### src/hw/cpu_pkg.sv
`default_nettype none

package cpu_pkg;

	// datapath width and register count
	localparam int XLEN = 16;
	localparam int NREG = 16;
	localparam int RIDX = $clog2(NREG);

	typedef logic [XLEN-1:0] word_t;
	typedef logic [RIDX-1:0] reg_idx_t;

	//////////////////////////////
	// instruction set
	//////////////////////////////

	// top nibble of every instruction
	typedef enum logic [3:0] {
		OP_NOP   = 4'h0,
		OP_ADDU  = 4'h1,
		OP_SUBU  = 4'h2,
		OP_AND   = 4'h3,
		OP_OR    = 4'h4,
		OP_SLL   = 4'h5,
		OP_LI    = 4'h6,
		OP_ADDIU = 4'h7,
		OP_LW    = 4'h8,
		OP_SW    = 4'h9,
		OP_BEQZ  = 4'ha,
		OP_B     = 4'hb,
		OP_HALT  = 4'hc
	} opcode_e;

	// op rx ry rz; imm8 overlays ry and rz
	typedef struct packed {
		opcode_e  op;
		reg_idx_t rx;
		reg_idx_t ry;
		reg_idx_t rz;
	} instr_t;

	typedef enum logic [2:0] {
		ALU_ADD,
		ALU_SUB,
		ALU_AND,
		ALU_OR,
		ALU_SLL,
		ALU_PASSB
	} alu_op_e;

	// memory stage wishbone state
	typedef enum logic {
		BUS_IDLE,
		BUS_WAIT
	} bus_state_e;

	//////////////////////////////
	// pipeline registers
	//////////////////////////////

	typedef struct packed {
		word_t instr;
		word_t pc_plus1;
	} if_id_t;

	// src_c is the store data source (rz of sw)
	typedef struct packed {
		alu_op_e  alu_op;
		word_t    op_a;
		word_t    op_b;
		reg_idx_t src_a;
		reg_idx_t src_b;
		reg_idx_t src_c;
		logic     use_imm;
		reg_idx_t rd;
		logic     reg_write;
		logic     load;
		logic     store;
		word_t    store_data;
		logic     halt;
	} id_ex_t;

	typedef struct packed {
		word_t    alu_result;
		word_t    store_data;
		reg_idx_t rd;
		logic     reg_write;
		logic     load;
		logic     store;
		logic     halt;
	} ex_mem_t;

	typedef struct packed {
		word_t    value;
		reg_idx_t rd;
		logic     reg_write;
	} mem_wb_t;

	// wishbone master outputs, stb follows cyc
	typedef struct packed {
		logic  cyc;
		logic  stb;
		logic  we;
		word_t adr;
		word_t dat;
	} wb_req_t;

endpackage

`default_nettype wire

### src/hw/register_file.sv
`timescale 1ns/1ps
`default_nettype none

module register_file (
	input  wire                           clk,
	input  wire                           rst_n_i,
	input  wire  cpu_pkg::reg_idx_t       raddr_a_i,
	input  wire  cpu_pkg::reg_idx_t       raddr_b_i,
	input  wire  cpu_pkg::reg_idx_t       raddr_c_i,
	input  wire                           we_i,
	input  wire  cpu_pkg::reg_idx_t       waddr_i,
	input  wire  [cpu_pkg::XLEN-1:0]      wdata_i,
	output logic [cpu_pkg::XLEN-1:0]      rdata_a_o,
	output logic [cpu_pkg::XLEN-1:0]      rdata_b_o,
	output logic [cpu_pkg::XLEN-1:0]      rdata_c_o
);

	logic [cpu_pkg::XLEN-1:0] regs_q [cpu_pkg::NREG];

	always_ff @(posedge clk or negedge rst_n_i) begin
		if (!rst_n_i) begin
			for (int i = 0; i < cpu_pkg::NREG; i++) begin
				regs_q[i] <= '0;
			end
		end else if (we_i) begin
			regs_q[waddr_i] <= wdata_i;
		end
	end

	// write-through, wb in same cycle as decode read
	assign rdata_a_o = (we_i && waddr_i == raddr_a_i) ? wdata_i : regs_q[raddr_a_i];
	assign rdata_b_o = (we_i && waddr_i == raddr_b_i) ? wdata_i : regs_q[raddr_b_i];
	assign rdata_c_o = (we_i && waddr_i == raddr_c_i) ? wdata_i : regs_q[raddr_c_i];

endmodule

`default_nettype wire

### src/hw/fetch_stage.sv
`timescale 1ns/1ps
`default_nettype none

module fetch_stage #(
	parameter logic [cpu_pkg::XLEN-1:0] RESET_PC = '0
) (
	input  wire                           clk,
	input  wire                           rst_n_i,
	input  wire                           stall_i,
	input  wire                           freeze_i,
	input  wire                           flush_i,
	input  wire                           halt_i,
	input  wire                           branch_taken_i,
	input  wire  [cpu_pkg::XLEN-1:0]      branch_target_i,
	input  wire  [cpu_pkg::XLEN-1:0]      instr_data_i,
	output logic [cpu_pkg::XLEN-1:0]      instr_addr_o,
	output cpu_pkg::if_id_t               if_id_o
);

	logic [cpu_pkg::XLEN-1:0] pc_q;
	logic [cpu_pkg::XLEN-1:0] pc_plus1;
	cpu_pkg::if_id_t          if_id_q;

	// rom answers combinationally on the pc
	assign pc_plus1     = pc_q + 1'b1;
	assign instr_addr_o = pc_q;
	assign if_id_o      = if_id_q;

	always_ff @(posedge clk or negedge rst_n_i) begin
		if (!rst_n_i) begin
			pc_q    <= RESET_PC;
			if_id_q <= '0;
		end else if (halt_i) begin
			// pc parked, only nops into decode
			if_id_q <= '0;
		end else if (!freeze_i && !stall_i) begin
			// redirect wins over sequential fetch
			pc_q <= branch_taken_i ? branch_target_i : pc_plus1;
			if (flush_i) begin
				// younger instr behind taken branch
				if_id_q <= '0;
			end else begin
				if_id_q.instr    <= instr_data_i;
				if_id_q.pc_plus1 <= pc_plus1;
			end
		end
	end

endmodule

`default_nettype wire

### src/hw/decode_stage.sv
`timescale 1ns/1ps
`default_nettype none

module decode_stage (
	input  wire                           clk,
	input  wire                           rst_n_i,
	input  wire                           freeze_i,
	input  wire                           bubble_i,
	input  wire  cpu_pkg::if_id_t         if_id_i,
	input  wire  cpu_pkg::ex_mem_t        ex_mem_fwd_i,
	input  wire  [cpu_pkg::XLEN-1:0]      rdata_a_i,
	input  wire  [cpu_pkg::XLEN-1:0]      rdata_b_i,
	input  wire  [cpu_pkg::XLEN-1:0]      rdata_c_i,
	output cpu_pkg::reg_idx_t             raddr_a_o,
	output cpu_pkg::reg_idx_t             raddr_b_o,
	output cpu_pkg::reg_idx_t             raddr_c_o,
	output logic                          branch_taken_o,
	output logic [cpu_pkg::XLEN-1:0]      branch_target_o,
	output logic                          branch_cond_o,
	output cpu_pkg::reg_idx_t             src_a_o,
	output cpu_pkg::reg_idx_t             src_b_o,
	output cpu_pkg::reg_idx_t             src_c_o,
	output cpu_pkg::id_ex_t               id_ex_o
);

	cpu_pkg::instr_t          ins;
	logic [7:0]               imm8;
	logic [cpu_pkg::XLEN-1:0] imm_sext;
	logic [cpu_pkg::XLEN-1:0] imm_zext;
	logic [cpu_pkg::XLEN-1:0] rx_val;
	cpu_pkg::id_ex_t          id_ex_d;
	cpu_pkg::id_ex_t          id_ex_q;

	assign ins      = cpu_pkg::instr_t'(if_id_i.instr);
	assign imm8     = {ins.ry, ins.rz};
	assign imm_sext = {{(cpu_pkg::XLEN-8){imm8[7]}}, imm8};
	assign imm_zext = {{(cpu_pkg::XLEN-8){1'b0}}, imm8};

	// all three fields read every cycle
	assign raddr_a_o = ins.rx;
	assign raddr_b_o = ins.ry;
	assign raddr_c_o = ins.rz;
	assign src_a_o   = ins.rx;
	assign src_b_o   = ins.ry;
	assign src_c_o   = ins.rz;

	//////////////////////////////
	// branch resolution
	//////////////////////////////

	// alu result bypass, mem/wb comes through the regfile
	assign rx_val = (ex_mem_fwd_i.reg_write && !ex_mem_fwd_i.load &&
		ex_mem_fwd_i.rd == ins.rx) ? ex_mem_fwd_i.alu_result : rdata_a_i;

	assign branch_cond_o   = (ins.op == cpu_pkg::OP_BEQZ);
	assign branch_taken_o  = (ins.op == cpu_pkg::OP_B) || (branch_cond_o && rx_val == '0);
	assign branch_target_o = if_id_i.pc_plus1 + imm_sext;

	//////////////////////////////
	// control decode
	//////////////////////////////

	always_comb begin
		id_ex_d            = '0;
		id_ex_d.op_a       = rdata_a_i;
		id_ex_d.op_b       = rdata_b_i;
		id_ex_d.store_data = rdata_c_i;
		id_ex_d.src_a      = ins.rx;
		id_ex_d.src_b      = ins.ry;
		id_ex_d.src_c      = ins.rz;
		case (ins.op)
			cpu_pkg::OP_ADDU,
			cpu_pkg::OP_SUBU,
			cpu_pkg::OP_AND,
			cpu_pkg::OP_OR,
			cpu_pkg::OP_SLL: begin
				id_ex_d.rd        = ins.rz;
				id_ex_d.reg_write = 1'b1;
			end
			cpu_pkg::OP_LI,
			cpu_pkg::OP_ADDIU: begin
				// rx is both source and dest here
				id_ex_d.rd        = ins.rx;
				id_ex_d.reg_write = 1'b1;
				id_ex_d.use_imm   = 1'b1;
				id_ex_d.op_b      = (ins.op == cpu_pkg::OP_LI) ? imm_zext : imm_sext;
			end
			cpu_pkg::OP_LW: begin
				id_ex_d.rd        = ins.rz;
				id_ex_d.reg_write = 1'b1;
				id_ex_d.load      = 1'b1;
			end
			cpu_pkg::OP_SW: id_ex_d.store = 1'b1;
			cpu_pkg::OP_HALT: id_ex_d.halt = 1'b1;
			default: ;
		endcase
		// address calc and addiu stay on add
		case (ins.op)
			cpu_pkg::OP_SUBU: id_ex_d.alu_op = cpu_pkg::ALU_SUB;
			cpu_pkg::OP_AND: id_ex_d.alu_op = cpu_pkg::ALU_AND;
			cpu_pkg::OP_OR: id_ex_d.alu_op = cpu_pkg::ALU_OR;
			cpu_pkg::OP_SLL: id_ex_d.alu_op = cpu_pkg::ALU_SLL;
			cpu_pkg::OP_LI: id_ex_d.alu_op = cpu_pkg::ALU_PASSB;
			default: id_ex_d.alu_op = cpu_pkg::ALU_ADD;
		endcase
	end

	always_ff @(posedge clk or negedge rst_n_i) begin
		if (!rst_n_i) begin
			id_ex_q <= '0;
		end else if (!freeze_i) begin
			if (bubble_i) begin
				id_ex_q <= '0;
			end else begin
				id_ex_q <= id_ex_d;
			end
		end
	end

	assign id_ex_o = id_ex_q;

endmodule

`default_nettype wire

### src/hw/execute_stage.sv
`timescale 1ns/1ps
`default_nettype none

module execute_stage (
	input  wire                           clk,
	input  wire                           rst_n_i,
	input  wire                           freeze_i,
	input  wire  cpu_pkg::id_ex_t         id_ex_i,
	input  wire  cpu_pkg::ex_mem_t        ex_mem_fwd_i,
	input  wire  cpu_pkg::mem_wb_t        mem_wb_fwd_i,
	output cpu_pkg::ex_mem_t              ex_mem_o
);

	logic [cpu_pkg::XLEN-1:0] opnd_a;
	logic [cpu_pkg::XLEN-1:0] fwd_b;
	logic [cpu_pkg::XLEN-1:0] opnd_b;
	logic [cpu_pkg::XLEN-1:0] store_val;
	logic [cpu_pkg::XLEN-1:0] result;
	cpu_pkg::ex_mem_t         ex_mem_q;

	// nearest producer first; loads in ex/mem never reach here
	function automatic logic [cpu_pkg::XLEN-1:0] fwd(
		input cpu_pkg::reg_idx_t        src,
		input logic [cpu_pkg::XLEN-1:0] reg_val,
		input cpu_pkg::ex_mem_t         exm,
		input cpu_pkg::mem_wb_t         mwb
	);
		if (exm.reg_write && !exm.load && exm.rd == src) begin
			return exm.alu_result;
		end
		if (mwb.reg_write && mwb.rd == src) begin
			return mwb.value;
		end
		return reg_val;
	endfunction

	assign opnd_a    = fwd(id_ex_i.src_a, id_ex_i.op_a, ex_mem_fwd_i, mem_wb_fwd_i);
	assign fwd_b     = fwd(id_ex_i.src_b, id_ex_i.op_b, ex_mem_fwd_i, mem_wb_fwd_i);
	assign store_val = fwd(id_ex_i.src_c, id_ex_i.store_data, ex_mem_fwd_i, mem_wb_fwd_i);
	// immediate is final already
	assign opnd_b    = id_ex_i.use_imm ? id_ex_i.op_b : fwd_b;

	//////////////////////////////
	// alu
	//////////////////////////////

	always_comb begin
		case (id_ex_i.alu_op)
			cpu_pkg::ALU_ADD: result = opnd_a + opnd_b;
			cpu_pkg::ALU_SUB: result = opnd_a - opnd_b;
			cpu_pkg::ALU_AND: result = opnd_a & opnd_b;
			cpu_pkg::ALU_OR: result = opnd_a | opnd_b;
			cpu_pkg::ALU_SLL: result = opnd_a << opnd_b[3:0];
			cpu_pkg::ALU_PASSB: result = opnd_b;
			default: result = '0;
		endcase
	end

	always_ff @(posedge clk or negedge rst_n_i) begin
		if (!rst_n_i) begin
			ex_mem_q <= '0;
		end else if (!freeze_i) begin
			ex_mem_q.alu_result <= result;
			ex_mem_q.store_data <= store_val;
			ex_mem_q.rd         <= id_ex_i.rd;
			ex_mem_q.reg_write  <= id_ex_i.reg_write;
			ex_mem_q.load       <= id_ex_i.load;
			ex_mem_q.store      <= id_ex_i.store;
			ex_mem_q.halt       <= id_ex_i.halt;
		end
	end

	assign ex_mem_o = ex_mem_q;

endmodule

`default_nettype wire

### src/hw/hazard_unit.sv
`timescale 1ns/1ps
`default_nettype none

module hazard_unit (
	input  wire  cpu_pkg::reg_idx_t       src_a_i,
	input  wire  cpu_pkg::reg_idx_t       src_b_i,
	input  wire  cpu_pkg::reg_idx_t       src_c_i,
	input  wire                           branch_cond_i,
	input  wire  cpu_pkg::id_ex_t         id_ex_i,
	input  wire  cpu_pkg::ex_mem_t        ex_mem_i,
	input  wire                           branch_taken_i,
	input  wire                           bus_busy_i,
	output logic                          stall_if_o,
	output logic                          flush_if_o,
	output logic                          bubble_id_o,
	output logic                          freeze_o
);

	logic load_use;
	logic branch_dep;
	logic stall;

	// load in id/ex feeding any field decode reads
	assign load_use = id_ex_i.load && (id_ex_i.rd == src_a_i ||
		id_ex_i.rd == src_b_i || id_ex_i.rd == src_c_i);

	// beqz compares in decode
	// only ex/mem alu results are bypassed there, so wait for id/ex writers and ex/mem loads
	assign branch_dep = branch_cond_i &&
		((id_ex_i.reg_write && id_ex_i.rd == src_a_i) ||
		(ex_mem_i.load && ex_mem_i.rd == src_a_i));

	assign stall = load_use || branch_dep;

	// hold pc and if/id, send a nop down to execute
	assign stall_if_o  = stall;
	assign bubble_id_o = stall;

	// redirect only once the branch operand is final
	assign flush_if_o = branch_taken_i && !stall;

	// whole pipeline waits on the bus
	assign freeze_o = bus_busy_i;

endmodule

`default_nettype wire

### src/hw/memory_stage.sv
`timescale 1ns/1ps
`default_nettype none

module memory_stage (
	input  wire                           clk,
	input  wire                           rst_n_i,
	input  wire  cpu_pkg::ex_mem_t        ex_mem_i,
	input  wire                           ack_i,
	input  wire  [cpu_pkg::XLEN-1:0]      dat_i,
	output cpu_pkg::wb_req_t              wb_o,
	output logic                          bus_busy_o,
	output cpu_pkg::mem_wb_t              mem_wb_o,
	output logic                          halted_o
);

	cpu_pkg::bus_state_e      state_q;
	logic                     cyc_q;
	logic                     we_q;
	logic [cpu_pkg::XLEN-1:0] adr_q;
	logic [cpu_pkg::XLEN-1:0] dat_q;
	logic                     halted_q;
	logic                     mem_req;
	cpu_pkg::mem_wb_t         mem_wb_q;

	// nothing reaches the bus once halted
	assign mem_req = (ex_mem_i.load || ex_mem_i.store) && !halted_q;

	// issue cycle plus every wait cycle, released in the ack cycle
	assign bus_busy_o = (state_q == cpu_pkg::BUS_IDLE) ? mem_req : !ack_i;

	//////////////////////////////
	// wishbone classic master
	//////////////////////////////

	always_ff @(posedge clk or negedge rst_n_i) begin
		if (!rst_n_i) begin
			state_q <= cpu_pkg::BUS_IDLE;
			cyc_q   <= 1'b0;
			we_q    <= 1'b0;
		end else begin
			case (state_q)
				cpu_pkg::BUS_IDLE: if (mem_req) begin
					state_q <= cpu_pkg::BUS_WAIT;
					cyc_q   <= 1'b1;
					we_q    <= ex_mem_i.store;
				end
				cpu_pkg::BUS_WAIT: if (ack_i) begin
					// cyc/stb drop the cycle after ack
					state_q <= cpu_pkg::BUS_IDLE;
					cyc_q   <= 1'b0;
					we_q    <= 1'b0;
				end
				default: state_q <= cpu_pkg::BUS_IDLE;
			endcase
		end
	end

	// address and data captured at issue, held until ack
	always_ff @(posedge clk) begin
		if (state_q == cpu_pkg::BUS_IDLE && mem_req) begin
			adr_q <= ex_mem_i.alu_result;
			dat_q <= ex_mem_i.store_data;
		end
	end

	assign wb_o = '{cyc: cyc_q, stb: cyc_q, we: we_q, adr: adr_q, dat: dat_q};

	//////////////////////////////
	// mem/wb and halt
	//////////////////////////////

	always_ff @(posedge clk or negedge rst_n_i) begin
		if (!rst_n_i) begin
			mem_wb_q <= '0;
			halted_q <= 1'b0;
		end else if (!bus_busy_o) begin
			// load data valid only in the ack cycle
			mem_wb_q.value     <= ex_mem_i.load ? dat_i : ex_mem_i.alu_result;
			mem_wb_q.rd        <= ex_mem_i.rd;
			mem_wb_q.reg_write <= ex_mem_i.reg_write && !halted_q;
			halted_q           <= halted_q || ex_mem_i.halt;
		end
	end

	assign mem_wb_o = mem_wb_q;
	assign halted_o = halted_q;

endmodule

`default_nettype wire

### src/hw/cpu_top.sv
`timescale 1ns/1ps
`default_nettype none

module cpu_top #(
	parameter logic [cpu_pkg::XLEN-1:0] RESET_PC = '0
) (
	input  wire                           clk,
	input  wire                           rst_n_i,
	input  wire  [cpu_pkg::XLEN-1:0]      instr_data_i,
	input  wire                           ack_i,
	input  wire  [cpu_pkg::XLEN-1:0]      dat_i,
	output logic [cpu_pkg::XLEN-1:0]      instr_addr_o,
	output logic                          cyc_o,
	output logic                          stb_o,
	output logic                          we_o,
	output logic [cpu_pkg::XLEN-1:0]      adr_o,
	output logic [cpu_pkg::XLEN-1:0]      dat_o,
	output logic                          halted_o
);

	// pipeline registers
	cpu_pkg::if_id_t          if_id;
	cpu_pkg::id_ex_t          id_ex;
	cpu_pkg::ex_mem_t         ex_mem;
	cpu_pkg::mem_wb_t         mem_wb;

	// regfile ports
	cpu_pkg::reg_idx_t        raddr_a;
	cpu_pkg::reg_idx_t        raddr_b;
	cpu_pkg::reg_idx_t        raddr_c;
	logic [cpu_pkg::XLEN-1:0] rdata_a;
	logic [cpu_pkg::XLEN-1:0] rdata_b;
	logic [cpu_pkg::XLEN-1:0] rdata_c;

	// branch and hazard control
	logic                     branch_taken;
	logic [cpu_pkg::XLEN-1:0] branch_target;
	logic                     branch_cond;
	cpu_pkg::reg_idx_t        src_a;
	cpu_pkg::reg_idx_t        src_b;
	cpu_pkg::reg_idx_t        src_c;
	logic                     stall_if;
	logic                     flush_if;
	logic                     bubble_id;
	logic                     freeze;
	logic                     bus_busy;
	cpu_pkg::wb_req_t         wb_req;

	//////////////////////////////
	// stages
	//////////////////////////////

	fetch_stage #(
		.RESET_PC(RESET_PC)
	) u_fetch (
		.clk             (clk),
		.rst_n_i         (rst_n_i),
		.stall_i         (stall_if),
		.freeze_i        (freeze),
		.flush_i         (flush_if),
		.halt_i          (halted_o),
		.branch_taken_i  (branch_taken),
		.branch_target_i (branch_target),
		.instr_data_i    (instr_data_i),
		.instr_addr_o    (instr_addr_o),
		.if_id_o         (if_id)
	);

	decode_stage u_decode (
		.clk             (clk),
		.rst_n_i         (rst_n_i),
		.freeze_i        (freeze),
		.bubble_i        (bubble_id),
		.if_id_i         (if_id),
		.ex_mem_fwd_i    (ex_mem),
		.rdata_a_i       (rdata_a),
		.rdata_b_i       (rdata_b),
		.rdata_c_i       (rdata_c),
		.raddr_a_o       (raddr_a),
		.raddr_b_o       (raddr_b),
		.raddr_c_o       (raddr_c),
		.branch_taken_o  (branch_taken),
		.branch_target_o (branch_target),
		.branch_cond_o   (branch_cond),
		.src_a_o         (src_a),
		.src_b_o         (src_b),
		.src_c_o         (src_c),
		.id_ex_o         (id_ex)
	);

	// written from mem/wb
	register_file u_regfile (
		.clk       (clk),
		.rst_n_i   (rst_n_i),
		.raddr_a_i (raddr_a),
		.raddr_b_i (raddr_b),
		.raddr_c_i (raddr_c),
		.we_i      (mem_wb.reg_write),
		.waddr_i   (mem_wb.rd),
		.wdata_i   (mem_wb.value),
		.rdata_a_o (rdata_a),
		.rdata_b_o (rdata_b),
		.rdata_c_o (rdata_c)
	);

	execute_stage u_execute (
		.clk          (clk),
		.rst_n_i      (rst_n_i),
		.freeze_i     (freeze),
		.id_ex_i      (id_ex),
		.ex_mem_fwd_i (ex_mem),
		.mem_wb_fwd_i (mem_wb),
		.ex_mem_o     (ex_mem)
	);

	hazard_unit u_hazard (
		.src_a_i        (src_a),
		.src_b_i        (src_b),
		.src_c_i        (src_c),
		.branch_cond_i  (branch_cond),
		.id_ex_i        (id_ex),
		.ex_mem_i       (ex_mem),
		.branch_taken_i (branch_taken),
		.bus_busy_i     (bus_busy),
		.stall_if_o     (stall_if),
		.flush_if_o     (flush_if),
		.bubble_id_o    (bubble_id),
		.freeze_o       (freeze)
	);

	memory_stage u_memory (
		.clk        (clk),
		.rst_n_i    (rst_n_i),
		.ex_mem_i   (ex_mem),
		.ack_i      (ack_i),
		.dat_i      (dat_i),
		.wb_o       (wb_req),
		.bus_busy_o (bus_busy),
		.mem_wb_o   (mem_wb),
		.halted_o   (halted_o)
	);

	// flatten the wishbone request
	assign cyc_o = wb_req.cyc;
	assign stb_o = wb_req.stb;
	assign we_o  = wb_req.we;
	assign adr_o = wb_req.adr;
	assign dat_o = wb_req.dat;

endmodule

`default_nettype wire

### config.mk
export PLATFORM = sky130hd
export DESIGN_NAME = cpu_top
export DESIGN_NICKNAME = d
export VERILOG_FILES = /design/src/hw/cpu_pkg.sv /design/src/hw/register_file.sv /design/src/hw/fetch_stage.sv /design/src/hw/decode_stage.sv /design/src/hw/execute_stage.sv /design/src/hw/hazard_unit.sv /design/src/hw/memory_stage.sv /design/src/hw/cpu_top.sv
export SDC_FILE = /design/constraint.sdc
export NUM_CORES = 1
export LEC_CHECK = 0
export BUFFER_PORTS_ARGS = -buffer_cell sky130_fd_sc_hd__buf_2
export CAP_MARGIN = 10
export CORE_MARGIN = 8
export CORE_UTILIZATION = 50
export CTS_CLUSTER_DIAMETER = 30
export CTS_CLUSTER_SIZE = 14
export DETAILED_ROUTE_END_ITERATION = 7
export HOLD_SLACK_MARGIN = 0.08
export PLACE_DENSITY = 0.63
export RECOVER_POWER = 25
export SYNTH_ARGS = -nofsm -noshare
export SYNTH_HDL_FRONTEND = slang
export SYNTH_SLANG_ARGS = --single-unit
### constraint.sdc
create_clock -name clk -period 8.4 [get_ports clk]
set_input_delay 1.68 -clock clk [delete_from_list [all_inputs] [get_ports clk]]
set_output_delay 1.68 -clock clk [all_outputs]
set_load 0.1 [all_outputs]
==> out/results.tsv <==
stage	metric	value	unit
status	outcome	finished with violations	
status	violated checks	max-capacitance violations, max-slew violations	
logic_synthesis	Mapped Avg Cell Area	11.56	µm²
floorplan	Die ar.	66440	µm²
logic_synthesis	Synth area leader	dfrtp_1	
global_route	first-pass GRT wire length	143600	µm
clocking	TritonCTS Sinks	473	
logic_synthesis	synthesized area	29230	µm²
clocking	Num CTS Buffers	107	
setup_path	critical path type	reg -> reg	
sta	RSZ-0062 raised after global routing	false	
logic_synthesis	ys flop type	dfrtp_1	
global_route	vias in the first global route	22923	
cells_and_area	post-route cell area	33990	µm²
cells_and_area	ant diodes	0	
sta	Least-Margin Pin Slew	4328	ps
global_route	total gr overflow	0	
setup_path	launch point of the worst path	u_execute.ex_mem_o[2]	
flow_run	MaxCap Viol Count	6	
placed_design	Post-DP HPWL	59820	µm
floorplan	Horiz. Die Dim	257.8	µm
logic_synthesis	cell count after synthesis	2528	
cells_and_area	count of nets after finishing	2638	
routing	WL/cell	27.28	µm
sta	final setup vio count	0	
logic_synthesis	Distinct cells, synth	84	
global_route	largest net degree at the start of global routing	158	
global_route	initial antenna violation count	0	
worst_hold_path	HP Class	reg -> reg	
floorplan	core area	57700	µm²
clocking	Skew-Pair Late Insertion Delay	670	ps
setup_path	Max FO, Critical Path	36	
clocking	H-tree levels	3	
routing	DRT iter0 DRCs	2273	
sta	clk_skew	36.88	ps
cells_and_area	Area growth, synth to finish	16.31	%
setup_path	FF-to-FF Start	u_execute.ex_mem_o[2]	
logic_synthesis	Mapped Nets	2600	
routing	residual DRC count	0	
logic_synthesis	EDFF count, synth	32	
floorplan	Starting Density	0.5065	
clocking	Clock transition at path regs	50	ps
worst_hold_path	beginning of the worst hold path	u_execute.ex_mem_o[15]	
logic_synthesis	most frequent cell after synthesis	dfrtp_1	
setup_path	Worst Setup End Kind	flop	
setup_path	R2R Setup Slk	1550	ps
logic_synthesis	register bit total from synthesis	473	
logic_synthesis	largest cells by area after synthesis	dfrtp_1 (38%), mux4_2 (17%), mux2_2 (9.4%)	
logic_synthesis	Yosys top cell area share	0.3776	
global_route	All-Layer GR Usage	0.2787	
sta	fin crit period	6845	ps
routing	Via density	6.560	
cells_and_area	layout cells sized above 1	0.3178	
logic_synthesis	Async SR Flop Fraction	0.9323	
clocking	post-CTS setup buffers	0	
sta	hold slack	433.6	ps
sta	Total Neg Setup Slack	0	ps
clocking	CTS tree	built	
setup_path	CP arrival	7440	ps
clocking	Root Buffer Master	clkbuf_16	
clocking	Post-CTS Resized	0	
routing	antenna-violating nets left	0	
setup_path	CP required	8990	ps
floorplan	Site Rows	88	
logic_synthesis	Seq/Total Area, Yosys	0.4105	
floorplan	die height	257.8	µm
routing	Routed WL	93310	µm
placed_design	IO Port Bufs	86	
logic_synthesis	Yosys Warn Count	0	
routing	Via Count	22441	
placed_design	placed standard-cell area	30270	µm²
sta	Max Transition Viols Final	209	
sta	Max-Slew Margin vs Limit	-1.886	
cells_and_area	fillers	4729	
sta	final hold violations	0	
clocking	Clock Tree Buf Depth	3	
clocking	CTS Hold Bufs	0	
sta	Final period util	0.8149	
logic_synthesis	top cells by count, synth	dfrtp_1 (441), nand2_1 (290), mux2_2 (243), mux4_2 (218), o21ai_0 (186)	
sta	Fmax	0.1461	GHz
routing	Detailed Routing Iterations Pass 1	5	
floorplan	io pins	87	
placed_design	GPL Wtd Cong	0.9807	
setup_path	Startpoint Class	flop	
layer usage:
metal,global-route usage,wire (µm),share of wire,vias up
met1,0.3723,37810,0.41,11358
met4,0.1295,4479,0.048,0
met2,0.4369,42830,0.46,1188
met3,0.05656,8196,0.088,292
li1,-,-,-,9603
met5,0,0,0,-
registers in the layout, indices dropped and copies added, names as in the netlist:
signal                flops
u_fetch.instr_addr_o     16
u_fetch.if_id_o          32
u_regfile.regs_q        256
u_memory.dat_q           16
u_memory.cyc_q            1
u_decode.id_ex_o         72
u_memory.we_q             1
u_memory.mem_wb_o        21
u_execute.ex_mem_o       40
u_memory.halted_o         1
u_memory.adr_q           16
u_memory.state_q          1
kinds of logic after synthesis:
family                     synth area share
and+or+nand+nor                     0.08948
muxes                                0.3072
adders and majority gates           0.02115
AOI/OAI and AO/OA                    0.1025
xor gates and xnor gates            0.03087
buffers and inverters               0.03836
DFF                                  0.4105
cell type report:
type / count / area [µm²] / share of cell area
repair buffers: 146 / 885.9 / 0.02606
inverters: 43 / 162.7 / 0.004785
multi-input cells: 1795 / 16210 / 0.4769
flip-flops and latches: 473 / 12020 / 0.3535
well taps: 765 / 957.2 / 0.02816
clock buffers: 126 / 2870 / 0.08444
clock inverters: 73 / 890.9 / 0.02621
stage by stage:
step	util	instances	setup slack, ps
floorplan	-	2528	3266
global route	0.5892	3421	1079
detailed placement	0.5246	3221	2383
CTS	0.5898	3420	2345
finish	0.5892	3421	1555
global placement	0.5246	3221	2536
placed cells by master, fill, tap and decap left out, types with 29 or more instances in the layout:
cell type  synthesis  final
nand3_1           40     40
mux2_2           243    243
ha_1              35     35
xor2_1            29     29
nand2_1          290    290
clkbuf_16          0    108
nor2_1           110    100
dfrtp_1          441    432
o21ai_0          186    186
a21oi_1           50     49
buf_4             11     51
nor3_1            43     40
inv_1             39     38
mux2i_1          127    127
xnor2_1           74     74
edfxtp_1          32     32
buf_2             35     85
mux4_2           218    218
worst paths after layout:
kind                                       endpoint  depth (start not counted)
max                        u_fetch.instr_addr_o[15]                         10
min                               u_memory.dat_q[7]                          0
max reg2reg                u_fetch.instr_addr_o[15]                         10
min reg2reg                       u_memory.dat_q[7]                          0
max in group asynchronous      u_regfile.regs_q[46]                          2
min in group asynchronous      u_regfile.regs_q[63]                          1
worst max-delay path, stage by stage (launching register included):
cell and delay, ps:
dfrtp_1 370, clkbuf_1 660, nor2_1 290, nor3_1 110
a21oi_4 120, clkbuf_1 1470, clkinvlp_2 1850, or3_1 1030
or4_1 590, a21oi_1 160, a211o_1 110
Power is left out: the tool's default activity adds up to more than one toggle a clock period on the data nets, which glitch-free logic cannot reach.
